### src/design/sub_defines.svh
`ifndef SUB_DEFINES_SVH
`define SUB_DEFINES_SVH

// operand and result word width
`define SUB_WIDTH 16

// prefix tree: 0 serial, 1 brent-kung, 2 sklansky
`define SUB_SPEED 2

`define SUB_QDEPTH 4       // result slots, also upstream credits at start
`define SUB_OUT_CREDITS 2  // downstream credits held out of reset

`endif

### src/design/subPkg.sv
`include "sub_defines.svh"

package subPkg;

	// signed operand or result word, two's complement
	typedef logic [`SUB_WIDTH-1:0] operand_t;

	// downstream credit counter, holds 0 up to the reset value
	typedef logic [$clog2(`SUB_OUT_CREDITS+1)-1:0] credit_t;

	// index into the result queue
	typedef logic [$clog2(`SUB_QDEPTH)-1:0] qPtr_t;

endpackage

### src/design/PrefixAndOr.sv
module PrefixAndOr #(
	parameter int width = 8, // bits in the prefix
	parameter int speed = 0  // 0 serial, 1 brent-kung, 2 sklansky
) (
	input  logic [width-1:0] GI, // generate in
	input  logic [width-1:0] PI, // propagate in
	output logic [width-1:0] GO, // group generate out
	output logic [width-1:0] PO  // group propagate out
);

	localparam int m = $clog2(width); // tree depth

	if (speed == 2) begin : fastPrefix
		// sklansky, log depth, fanout doubles per level
		logic [width-1:0] gLvl [0:m];
		logic [width-1:0] pLvl [0:m];

		assign gLvl[0] = GI;
		assign pLvl[0] = PI;
		for (genvar l = 1; l <= m; l++) begin : levels
			for (genvar j = 0; j < width; j++) begin : bits
				if (((j >> (l - 1)) % 2) == 1) begin : black // upper half of block
					localparam int src = j - (j % (2 ** (l - 1))) - 1; // top of lower half
					assign gLvl[l][j] = gLvl[l-1][j] | (pLvl[l-1][j] & gLvl[l-1][src]);
					assign pLvl[l][j] = pLvl[l-1][j] & pLvl[l-1][src];
				end else begin : white
					assign gLvl[l][j] = gLvl[l-1][j];
					assign pLvl[l][j] = pLvl[l-1][j];
				end
			end
		end
		assign GO = gLvl[m];
		assign PO = pLvl[m];
	end else if (speed == 1) begin : mediumPrefix
		// brent-kung: m up-sweep levels, then m-1 down-sweep levels
		localparam int lvls = 2 * m - 1;
		logic [width-1:0] gLvl [0:lvls];
		logic [width-1:0] pLvl [0:lvls];

		assign gLvl[0] = GI;
		assign pLvl[0] = PI;
		for (genvar l = 1; l <= lvls; l++) begin : levels
			// span halves on the way down
			localparam int span = (l <= m) ? 2 ** (l - 1) : 2 ** (2 * m - 1 - l);
			for (genvar j = 0; j < width; j++) begin : bits
				localparam bit upNode = (l <= m) && (((j + 1) % (2 * span)) == 0);
				localparam bit downNode = (l > m) && (((j + 1) % (2 * span)) == span)
					&& (j >= 2 * span);
				if (upNode || downNode) begin : black
					assign gLvl[l][j] = gLvl[l-1][j] | (pLvl[l-1][j] & gLvl[l-1][j-span]);
					assign pLvl[l][j] = pLvl[l-1][j] & pLvl[l-1][j-span];
				end else begin : white
					assign gLvl[l][j] = gLvl[l-1][j];
					assign pLvl[l][j] = pLvl[l-1][j];
				end
			end
		end
		assign GO = gLvl[lvls];
		assign PO = pLvl[lvls];
	end else begin : slowPrefix
		// ripple chain, width-1 levels deep
		logic [width-1:0] gChain;
		logic [width-1:0] pChain;

		assign gChain[0] = GI[0];
		assign pChain[0] = PI[0];
		for (genvar i = 1; i < width; i++) begin : bits
			assign gChain[i] = GI[i] | (PI[i] & gChain[i-1]);
			assign pChain[i] = PI[i] & pChain[i-1];
		end
		assign GO = gChain;
		assign PO = pChain;
	end

endmodule

### src/design/SubV.sv
module SubV #(
	parameter int width = 8, // word width
	parameter int speed = 0  // prefix structure select
) (
	input  logic [width-1:0] A,  // minuend
	input  logic [width-1:0] B,  // subtrahend
	input  logic             CI, // borrow in
	output logic [width-1:0] S,  // A - B - CI, wrapped
	output logic             V   // two's complement overflow
);

	logic [width-1:0] bInv;    // ones complement of B
	logic             cInv;    // borrow turned into carry
	logic [width-1:0] gIn;
	logic [width-1:0] pIn;
	logic [width-1:0] gOut;    // carry out of each bit
	logic [width-1:0] halfSum; // bitwise A xor ~B

	assign bInv = ~B;
	assign cInv = ~CI;

	// carry in folded into bit 0, so gOut[i] is the true carry out of bit i
	assign gIn[0] = (A[0] & bInv[0]) | (cInv & (A[0] | bInv[0]));
	assign pIn[0] = 1'b0;
	assign halfSum[0] = A[0] ^ bInv[0];

	for (genvar i = 1; i < width; i++) begin : preBits
		assign gIn[i] = A[i] & bInv[i];
		assign pIn[i] = A[i] | bInv[i];
		assign halfSum[i] = A[i] ^ bInv[i];
	end

	PrefixAndOr #(.width(width), .speed(speed)) prefix (
		.GI(gIn), .PI(pIn), .GO(gOut), .PO()
	);

	assign S = halfSum ^ {gOut[width-2:0], cInv};
	assign V = gOut[width-1] ^ gOut[width-2]; // carry into msb differs from carry out

endmodule

### src/design/diffStage.sv
`include "sub_defines.svh"

module diffStage (
	input  logic             clk,
	input  logic             rst,
	input  logic             inValid,
	input  subPkg::operand_t inA,
	input  subPkg::operand_t inB,
	input  logic             inBorrow,
	input  logic             inSat,
	output logic             entryValid,    // one cycle after inValid
	output subPkg::operand_t entryResult,
	output logic             entryOverflow  // raw flag, kept when clamped
);

	// clamp targets
	localparam subPkg::operand_t maxPos = {1'b0, {(`SUB_WIDTH-1){1'b1}}};
	localparam subPkg::operand_t minNeg = {1'b1, {(`SUB_WIDTH-1){1'b0}}};

	subPkg::operand_t aQ;
	subPkg::operand_t bQ;
	logic             borrowQ;
	logic             satQ;
	subPkg::operand_t rawDiff; // wrapped difference
	logic             rawOvf;

	always_ff @(posedge clk) begin
		if (rst) begin
			entryValid <= 1'b0;
		end else begin
			entryValid <= inValid;
		end
	end

	always_ff @(posedge clk) begin
		if (inValid) begin // hold last operands otherwise
			aQ      <= inA;
			bQ      <= inB;
			borrowQ <= inBorrow;
			satQ    <= inSat;
		end
	end

	SubV #(.width(`SUB_WIDTH), .speed(`SUB_SPEED)) sub (
		.A(aQ), .B(bQ), .CI(borrowQ), .S(rawDiff), .V(rawOvf)
	);

	// on overflow the sign of A says which rail the true result passed
	always_comb begin
		entryResult = rawDiff;
		if (rawOvf && satQ) begin
			entryResult = aQ[`SUB_WIDTH-1] ? minNeg : maxPos;
		end
	end

	assign entryOverflow = rawOvf;

endmodule

### src/design/resultQueue.sv
`include "sub_defines.svh"

module resultQueue (
	input  logic             clk,
	input  logic             rst,
	input  logic             push,
	input  subPkg::operand_t pushResult,
	input  logic             pushOverflow,
	input  logic             pop,
	output logic             notEmpty,
	output subPkg::operand_t headResult,   // oldest entry
	output logic             headOverflow
);

	localparam int depth = `SUB_QDEPTH;
	localparam int cntW = $clog2(depth + 1);
	localparam subPkg::qPtr_t lastSlot = subPkg::qPtr_t'(depth - 1);
	localparam logic [cntW-1:0] fullCount = cntW'(depth);

	subPkg::operand_t resultMem [depth];
	logic             ovfMem [depth];
	subPkg::qPtr_t    wrPtr;
	subPkg::qPtr_t    rdPtr;
	logic [cntW-1:0]  count; // entries held

	always_ff @(posedge clk) begin
		if (push) begin
			resultMem[wrPtr] <= pushResult;
			ovfMem[wrPtr]    <= pushOverflow;
		end
	end

	always_ff @(posedge clk) begin
		if (rst) begin
			wrPtr <= '0;
			rdPtr <= '0;
			count <= '0;
		end else begin
			if (push) begin
				wrPtr <= (wrPtr == lastSlot) ? '0 : wrPtr + 1'b1; // wrap
			end
			if (pop) begin
				rdPtr <= (rdPtr == lastSlot) ? '0 : rdPtr + 1'b1;
			end
			case ({push, pop})
				2'b10:   count <= count + 1'b1;
				2'b01:   count <= count - 1'b1;
				default: count <= count; // idle or push with pop
			endcase
		end
	end

	assign notEmpty     = (count != '0);
	assign headResult   = resultMem[rdPtr];
	assign headOverflow = ovfMem[rdPtr];

	// upstream credits must keep the in-flight count within depth
	noPushFull: assert property (@(posedge clk) disable iff (rst) push |-> count != fullCount)
		else $error("result queue: push while full");
	noPopEmpty: assert property (@(posedge clk) disable iff (rst) pop |-> notEmpty)
		else $error("result queue: pop while empty");

endmodule

### src/design/subCtrl.sv
`include "sub_defines.svh"

module subCtrl (
	input  logic             clk,
	input  logic             rst,
	input  logic             notEmpty,
	input  subPkg::operand_t headResult,
	input  logic             headOverflow,
	input  logic             outCredit,   // credit pulse from downstream
	output logic             pop,
	output logic             outValid,
	output subPkg::operand_t outResult,
	output logic             outOverflow,
	output logic             inCredit     // credit pulse to upstream
);

	localparam subPkg::credit_t maxCredits = subPkg::credit_t'(`SUB_OUT_CREDITS);

	subPkg::credit_t creditCnt; // downstream credits on hand

	// send only when something waits and the receiver has room
	assign pop = notEmpty && (creditCnt != '0);

	always_ff @(posedge clk) begin
		if (rst) begin
			creditCnt <= maxCredits;
			outValid  <= 1'b0;
			inCredit  <= 1'b0;
		end else begin
			outValid <= pop;
			inCredit <= pop; // freed queue slot goes back upstream
			case ({pop, outCredit})
				2'b10:   creditCnt <= creditCnt - 1'b1; // spent
				2'b01:   creditCnt <= creditCnt + 1'b1; // returned
				default: creditCnt <= creditCnt;        // neither, or both cancel
			endcase
		end
	end

	// output payload register
	always_ff @(posedge clk) begin
		if (pop) begin
			outResult   <= headResult;
			outOverflow <= headOverflow;
		end
	end

	// downstream must not return more credits than it was given
	creditBound: assert property (@(posedge clk) disable iff (rst) creditCnt <= maxCredits)
		else $error("credit counter above reset value");

endmodule

### src/design/subUnitTop.sv
module subUnitTop (
	input  logic             clk,
	input  logic             rst,
	input  logic             inValid,
	input  subPkg::operand_t inA,
	input  subPkg::operand_t inB,
	input  logic             inBorrow,
	input  logic             inSat,
	input  logic             outCredit,
	output logic             inCredit,
	output logic             outValid,
	output subPkg::operand_t outResult,
	output logic             outOverflow
);

	// stage to queue
	logic             entryValid;
	subPkg::operand_t entryResult;
	logic             entryOverflow;

	// queue to control
	logic             notEmpty;
	subPkg::operand_t headResult;
	logic             headOverflow;
	logic             pop;

	diffStage stage (
		.clk(clk), .rst(rst),
		.inValid(inValid), .inA(inA), .inB(inB), .inBorrow(inBorrow), .inSat(inSat),
		.entryValid(entryValid), .entryResult(entryResult), .entryOverflow(entryOverflow)
	);

	resultQueue queue (
		.clk(clk), .rst(rst),
		.push(entryValid), .pushResult(entryResult), .pushOverflow(entryOverflow),
		.pop(pop),
		.notEmpty(notEmpty), .headResult(headResult), .headOverflow(headOverflow)
	);

	subCtrl ctrl (
		.clk(clk), .rst(rst),
		.notEmpty(notEmpty), .headResult(headResult), .headOverflow(headOverflow),
		.outCredit(outCredit), .pop(pop),
		.outValid(outValid), .outResult(outResult), .outOverflow(outOverflow),
		.inCredit(inCredit)
	);

endmodule

### config.mk
export PLATFORM = sky130hd
export DESIGN_NAME = subUnitTop
export DESIGN_NICKNAME = d
export VERILOG_FILES = /design/src/design/subPkg.sv /design/src/design/PrefixAndOr.sv /design/src/design/SubV.sv /design/src/design/diffStage.sv /design/src/design/resultQueue.sv /design/src/design/subCtrl.sv /design/src/design/subUnitTop.sv
export VERILOG_INCLUDE_DIRS = /design/src /design/src/design
export SDC_FILE = /design/constraint.sdc
export NUM_CORES = 1
export LEC_CHECK = 0
export BUFFER_PORTS_ARGS = -buffer_cell sky130_fd_sc_hd__buf_2
export CORE_MARGIN = 1.5
export CORE_UTILIZATION = 55
export CTS_CLUSTER_SIZE = 12
export DETAILED_ROUTE_END_ITERATION = 6
export PLACE_DENSITY = 0.82
export SYNTH_ARGS = -nofsm -noshare
export SYNTH_HDL_FRONTEND = slang
export SYNTH_HIERARCHICAL = 1
export SYNTH_SLANG_ARGS = --single-unit
### constraint.sdc
create_clock -name clk -period 4.6 [get_ports clk]
set_input_delay 0.23 -clock clk [delete_from_list [all_inputs] [get_ports clk]]
set_output_delay 0.23 -clock clk [all_outputs]
set_load 0.01 [all_outputs]
After elaboration in Yosys (flattened, before gate mapping)
Memories as Yosys holds them, arrays and structs flattened. A register that Yosys moved wholly into a read port is not among the register bits.
Cells that the tools add are included.
Operators by class
  add/subtract/negate cells: 6
  multipliers: 0
  divide/modulo/power cells: 0
  magnitude comparators: 0
  equal/unequal tests: 6
  shifts and indexed selects: 0
  mux-type cells: 8
  bitwise gates (word level): 135
  reduce and logical (&&, ||, !) cells: 6
Operators by type and width (count)
  $and 1x1->1: 66
  $or 1x1->1: 49
  $mux 16: 2
  $xor 1x1->1: 17
  $not 16->16: 1
  $xor 16x16->16: 1
  $eq 2x2->1 const B: 4
  $add 2x1->2 const B: 3
  $pmux 3 s2: 1
  $reduce_bool 2->1: 3
  $eq 2x1->1 const B: 2
  $mux 2: 2
  $pmux 2 s2: 1
  $add 3x1->3 const B: 1
  $reduce_bool 3->1: 1
  $sub 3x1->3 const B: 1
  $logic_and 1x1->1: 2
  $mux 1: 2
  $sub 2x1->2 const B: 1
  $not 1->1: 1
Storage, ports and cells
  bits in registers: 45
  latch bits: 0
  RAM bits: 68
  memory bits (read-only): 0
  input bits: 38
  output and inout port bits: 19
  logic and storage cells: 173
  memories: 2
Memory list
  queue.resultMem: depth 4, width 16, rd ports 1, clocked after memory_dff 1, write ports 1, line resultQueue.sv:20  | subPkg::operand_t resultMem [depth];
  queue.ovfMem: depth 4, width 1, rd ports 1, clocked after memory_dff 1, write ports 1, line resultQueue.sv:21  | logic ovfMem [depth];

Logic depth before layout (Yosys ltp)
  word-level depth: 15
  gate-level depth with buffers: 14
  mapped depth without buffers: 11

By module
Netlist, hierarchy kept.
Modules (own cells, without submodules)
  resultQueue: times used 1, cells an instance 136, area an instance 2935.3 µm², seq. area each 2222.1 µm²
  diffStage: times used 1, cells an instance 75, area an instance 1335.0 µm², seq. area each 1041.0 µm²
  SubV: times used 1, cells an instance 95, area an instance 715.7 µm², seq. area each 0.0 µm²
  subCtrl: times used 1, cells an instance 31, area an instance 643.1 µm², seq. area each 570.5 µm²
  PrefixAndOr: times used 1, cells an instance 60, area an instance 395.4 µm², seq. area each 0.0 µm²

Worst setup path after synthesis
OpenSTA, ideal clock, no wires.
  kind: flip-flop to flip-flop
  start point: register stage.aQ[0]
  end point: memory queue/resultMem[0][10] (netlist name), data pin
  setup time: 0.261 ns
  data arrival time: 2.959 ns
  required time: 4.339 ns
  slack: 1.380 ns
  stages on the path, launching flop included: 13
  path buffers: 3
  clock period less this slack: 3.220 ns
  cell sequence: edfxtp_1 > fa_1 > a21o_1 > a31o_4 > and3_4 > a211o_1 > a41o_1 > xor2_1 > buf_6 > and3_4 > buf_6 > buf_12 > nor2_4
On the way
  longest elaborated chain between the ends: 14
  elaborated cells on any way between the ends: 20
  those cells by class: mux (1); bitwise (18); reduce/logical (1)
RTL lines
  start, declared: line diffStage.sv:20  | subPkg::operand_t aQ;
  start signal, assigned: line diffStage.sv:37  | aQ <= inA;
  $or 1x1->1: line SubV.sv:23  | assign gIn[0] = (A[0] & bInv[0]) | (cInv & (A[0] | bInv[0]));
  $and 1x1->1: line SubV.sv:23
  $or 1x1->1 (*): line SubV.sv:23
  net stage.sub.gIn[0]: line SubV.sv:14  | logic [width-1:0] gIn;
  $and 1x1->1 (*): line PrefixAndOr.sv:24  | assign gLvl[l][j] = gLvl[l-1][j] | (pLvl[l-1][j] & gLvl[l-1][src]);
  $or 1x1->1 (*): line PrefixAndOr.sv:24
  net stage.sub.gOut[1]: line SubV.sv:16  | logic [width-1:0] gOut;
  $and 1x1->1 (*): line PrefixAndOr.sv:24
  (+1 left out)
  net stage.sub.gOut[3]: line SubV.sv:16
  (+2 left out)
  $and 1x1->1 (*): line PrefixAndOr.sv:24
  $or 1x1->1 (*): line PrefixAndOr.sv:24
  net stage.sub.gOut[14]: line SubV.sv:16
  $xor 1x1->1 (*): line SubV.sv:38  | assign V = gOut[width-1] ^ gOut[width-2];
  net entryOverflow: line subUnitTop.sv:19  | logic entryOverflow;
  $logic_and 1x1->1 (*): line diffStage.sv:51  | if (rawOvf && satQ) begin
  $mux 16 (*): line diffStage.sv:51
  net entryResult[10]: line subUnitTop.sv:18  | subPkg::operand_t entryResult;
  end, declared: line resultQueue.sv:20
The timed path passes the listed nets; every way through them passes the cells marked *.

Final worst setup path
  start point: register stage.aQ[0]
  end point: memory queue/resultMem[1][1] (netlist name), data pin
The elaborated chain is that of the path after synthesis.

==> impl_metrics.toml <==
[status]
status = "complete, no violations"

[clock_tree]
cts_tree = "built"
cts_htree_levels = 4
numClockSinks = 132
clk_pin_slew_ns = 0.06
cts_buffers = 17
clockBufferDepth = 2
insertion_delay_ns = 0.53
postCtsSetupRepairBufs = 0
cts_root_buf = "clkbuf_8"

[run]
cap_viol_max_count = 0

[synthesis]
syn_inst = 377
synth_area_sq_um = 5917
synth.avg_cell_area_sq_um = 15.69
syn_nets = 454
yosysWarningCount = 6

[sta]
slew_headroom = 0.2649
final.setup_skew_ns = 0.01032
fin_ws_ns = 1.142
finalCriticalPeriod_ns = 3.458
hold_viol = 0
post-route-period-util = 0.7518
rsz0062_at_grt = "no"
slew_violations = 0
hold-worst-slack_ns = 0.01834
tightest_slew_ns = 1.101
tns_ns = 0
fmax_mhz = 289.1
report.final.setup_viol = 0

[grt]
grt_pass1_wl_um = 15570
grt_max_degree = 36
grt_overflow = 0
first_global_vias = 3206
antenna_found_initial = 0
grt_use_total = 0.1883

[drt]
wirelength_um = 9578
drtIter0Drc = 178
vias_per_cell = 5.131
first_pass_iters = 4
drc = 0
vias = 3202
drtAntennaViolNets = 0
wire_per_inst_um = 15.35

[final_layout]
nets = 552
syn_to_final_growth_pct = 21.74
antennaDiodeCount = 0
drive_gt1_frac = 0.2254
final_cell_area_sq_um = 7203

[critical_path]
crit_slowest_cell = "and3_4"
start_kind = "flop"
cp.arrival_ns = 3.70
path_buf_inv = 1
worstPathMaxFanout = 21
cp_common_cell = "and3_4"
crit_path_cell_trace = "fa_1 -> a21o_1 -> a31o_4 -> and3_4 -> a211o_1 -> a41o_1 -> xor2_1 -> buf_4 -> and3_4 -> nor2_1"
worst_path_largest_cell_delay_ns = 0.47
required_ns = 4.84
crit_family = "compound AO/OA/AOI/OAI gates"
critPathKind = "flop to flop"
critPathCaptureType = "flop"

[hold_path]
holdCritPathClass = "input port to flop"

[die]
core_sq_um = 10370
ioPinCount = 57
die-area_sq_um = 11390
die_y_um = 106.7
fp.dieW_um = 106.7
row_count = 37
start_util = 0.5706

[place]
gp_congestion = 0.8993
place_ws_ns = 1.157
placed_cell_area_sq_um = 6260
io_buffer_count = 56
dp_hpwl_um = 5618

[pwr]
leakagePower_uw = 0.002921
powerDensity_nw_per_um2 = 547.4
vdd_drop_max_mv = 0.2841
## power breakdown
group          internal (uW)  total (uW)  switching [uW]
logic                    392         863             470
registers               1610        1720             114
clock network            876        1360             484
total                   2880        3940            1070
## state kept, by name, summed over array words and instances (netlist names), named ones only
signal            flops
queue/ovfMem          4
queue/wrPtr           2
queue/rdPtr           2
stage/entryValid      1
ctrl/inCredit         1
stage/bQ             16
ctrl/outOverflow      1
stage/satQ            1
queue/resultMem      64
stage/borrowQ         1
ctrl/outResult       16
stage/aQ             16
ctrl/creditCnt        2
queue/count           3
## layout make-up
class / instances / area (sq um)
fillers: 665 / 3167
repair buffers: 91 / 628.1
multi-input cells: 176 / 1754
inverters: 57 / 214.0
well taps: 136 / 170.2
clock buffers: 18 / 417.9
clock inverters: 14 / 185.2
flip-flops and latches: 132 / 3834
## routing by layer
metal / part of all wire / global-route usage
met2: 0.51 / 0.3210
met1: 0.42 / 0.2165
met4: 0.016 / 0.07429
met5: 0 / 0
met3: 0.058 / 0.06869
## worst reg2reg max path, stage by stage (launching register included)
cell and delay, ns:
edfxtp_1 0.40, fa_1 0.46, a21o_1 0.22, a31o_4 0.27
and3_4 0.18, a211o_1 0.31, a41o_1 0.29, xor2_1 0.15
buf_4 0.24, and3_4 0.47, nor2_1 0.18
## cell usage in the layout (no fill, tap or decap), types with 2 or more instances in the layout
master	count
clkinv_1	2
nor2_4	10
o21ai_0	3
and3_4	2
nor3b_1	2
dfxtp_1	13
a21oi_1	21
clkinv_2	3
and2_1	4
nor2_1	17
dlygate4sd3_1	34
or3_1	2
fa_1	2
a21o_1	11
clkinv_4	3
clkbuf_16	16
edfxtp_1	119
nand2_1	4
mux4_2	10
mux4_1	7
nor3_1	2
nand3_1	3
buf_2	56
ha_1	37
bufinv_16	4
inv_1	57
xor2_1	20
mux2i_1	2
## per-stage QoR
step / power [uW] / util / instances
after floorplan: 2387 / - / 377
after global placement: 2549 / 0.6036 / 558
after detailed placement: 2582 / 0.6036 / 558
after CTS: 3973 / 0.6946 / 624
after global routing: 4136 / 0.6946 / 624
final: 3943 / 0.6946 / 624
## timing repair
action | 4_1_cts | 5_1_grt
setup endpoints to repair | 0 | 0
hold buffers | 34 | 0
resized for setup | 0 | 0
hold endpoints to repair | 34 | 0
## final timing paths
check                                            startpoint                         endpoint  slack, ns  cells past startpoint
worst max-delay path                  stage/aQ[0]$_DFFE_PP_  queue/resultMem[1][1]$_DFFE_PP_       1.14                     10
worst min-delay path                                    rst         ctrl/inCredit$_SDFF_PP0_       0.02                      2
worst max register to register        stage/aQ[0]$_DFFE_PP_  queue/resultMem[1][1]$_DFFE_PP_       1.14                     10
worst min register to register  queue/count[2]$_SDFFE_PP0P_      queue/count[2]$_SDFFE_PP0P_       0.49                      2
(Power assumes the default switching activity.)
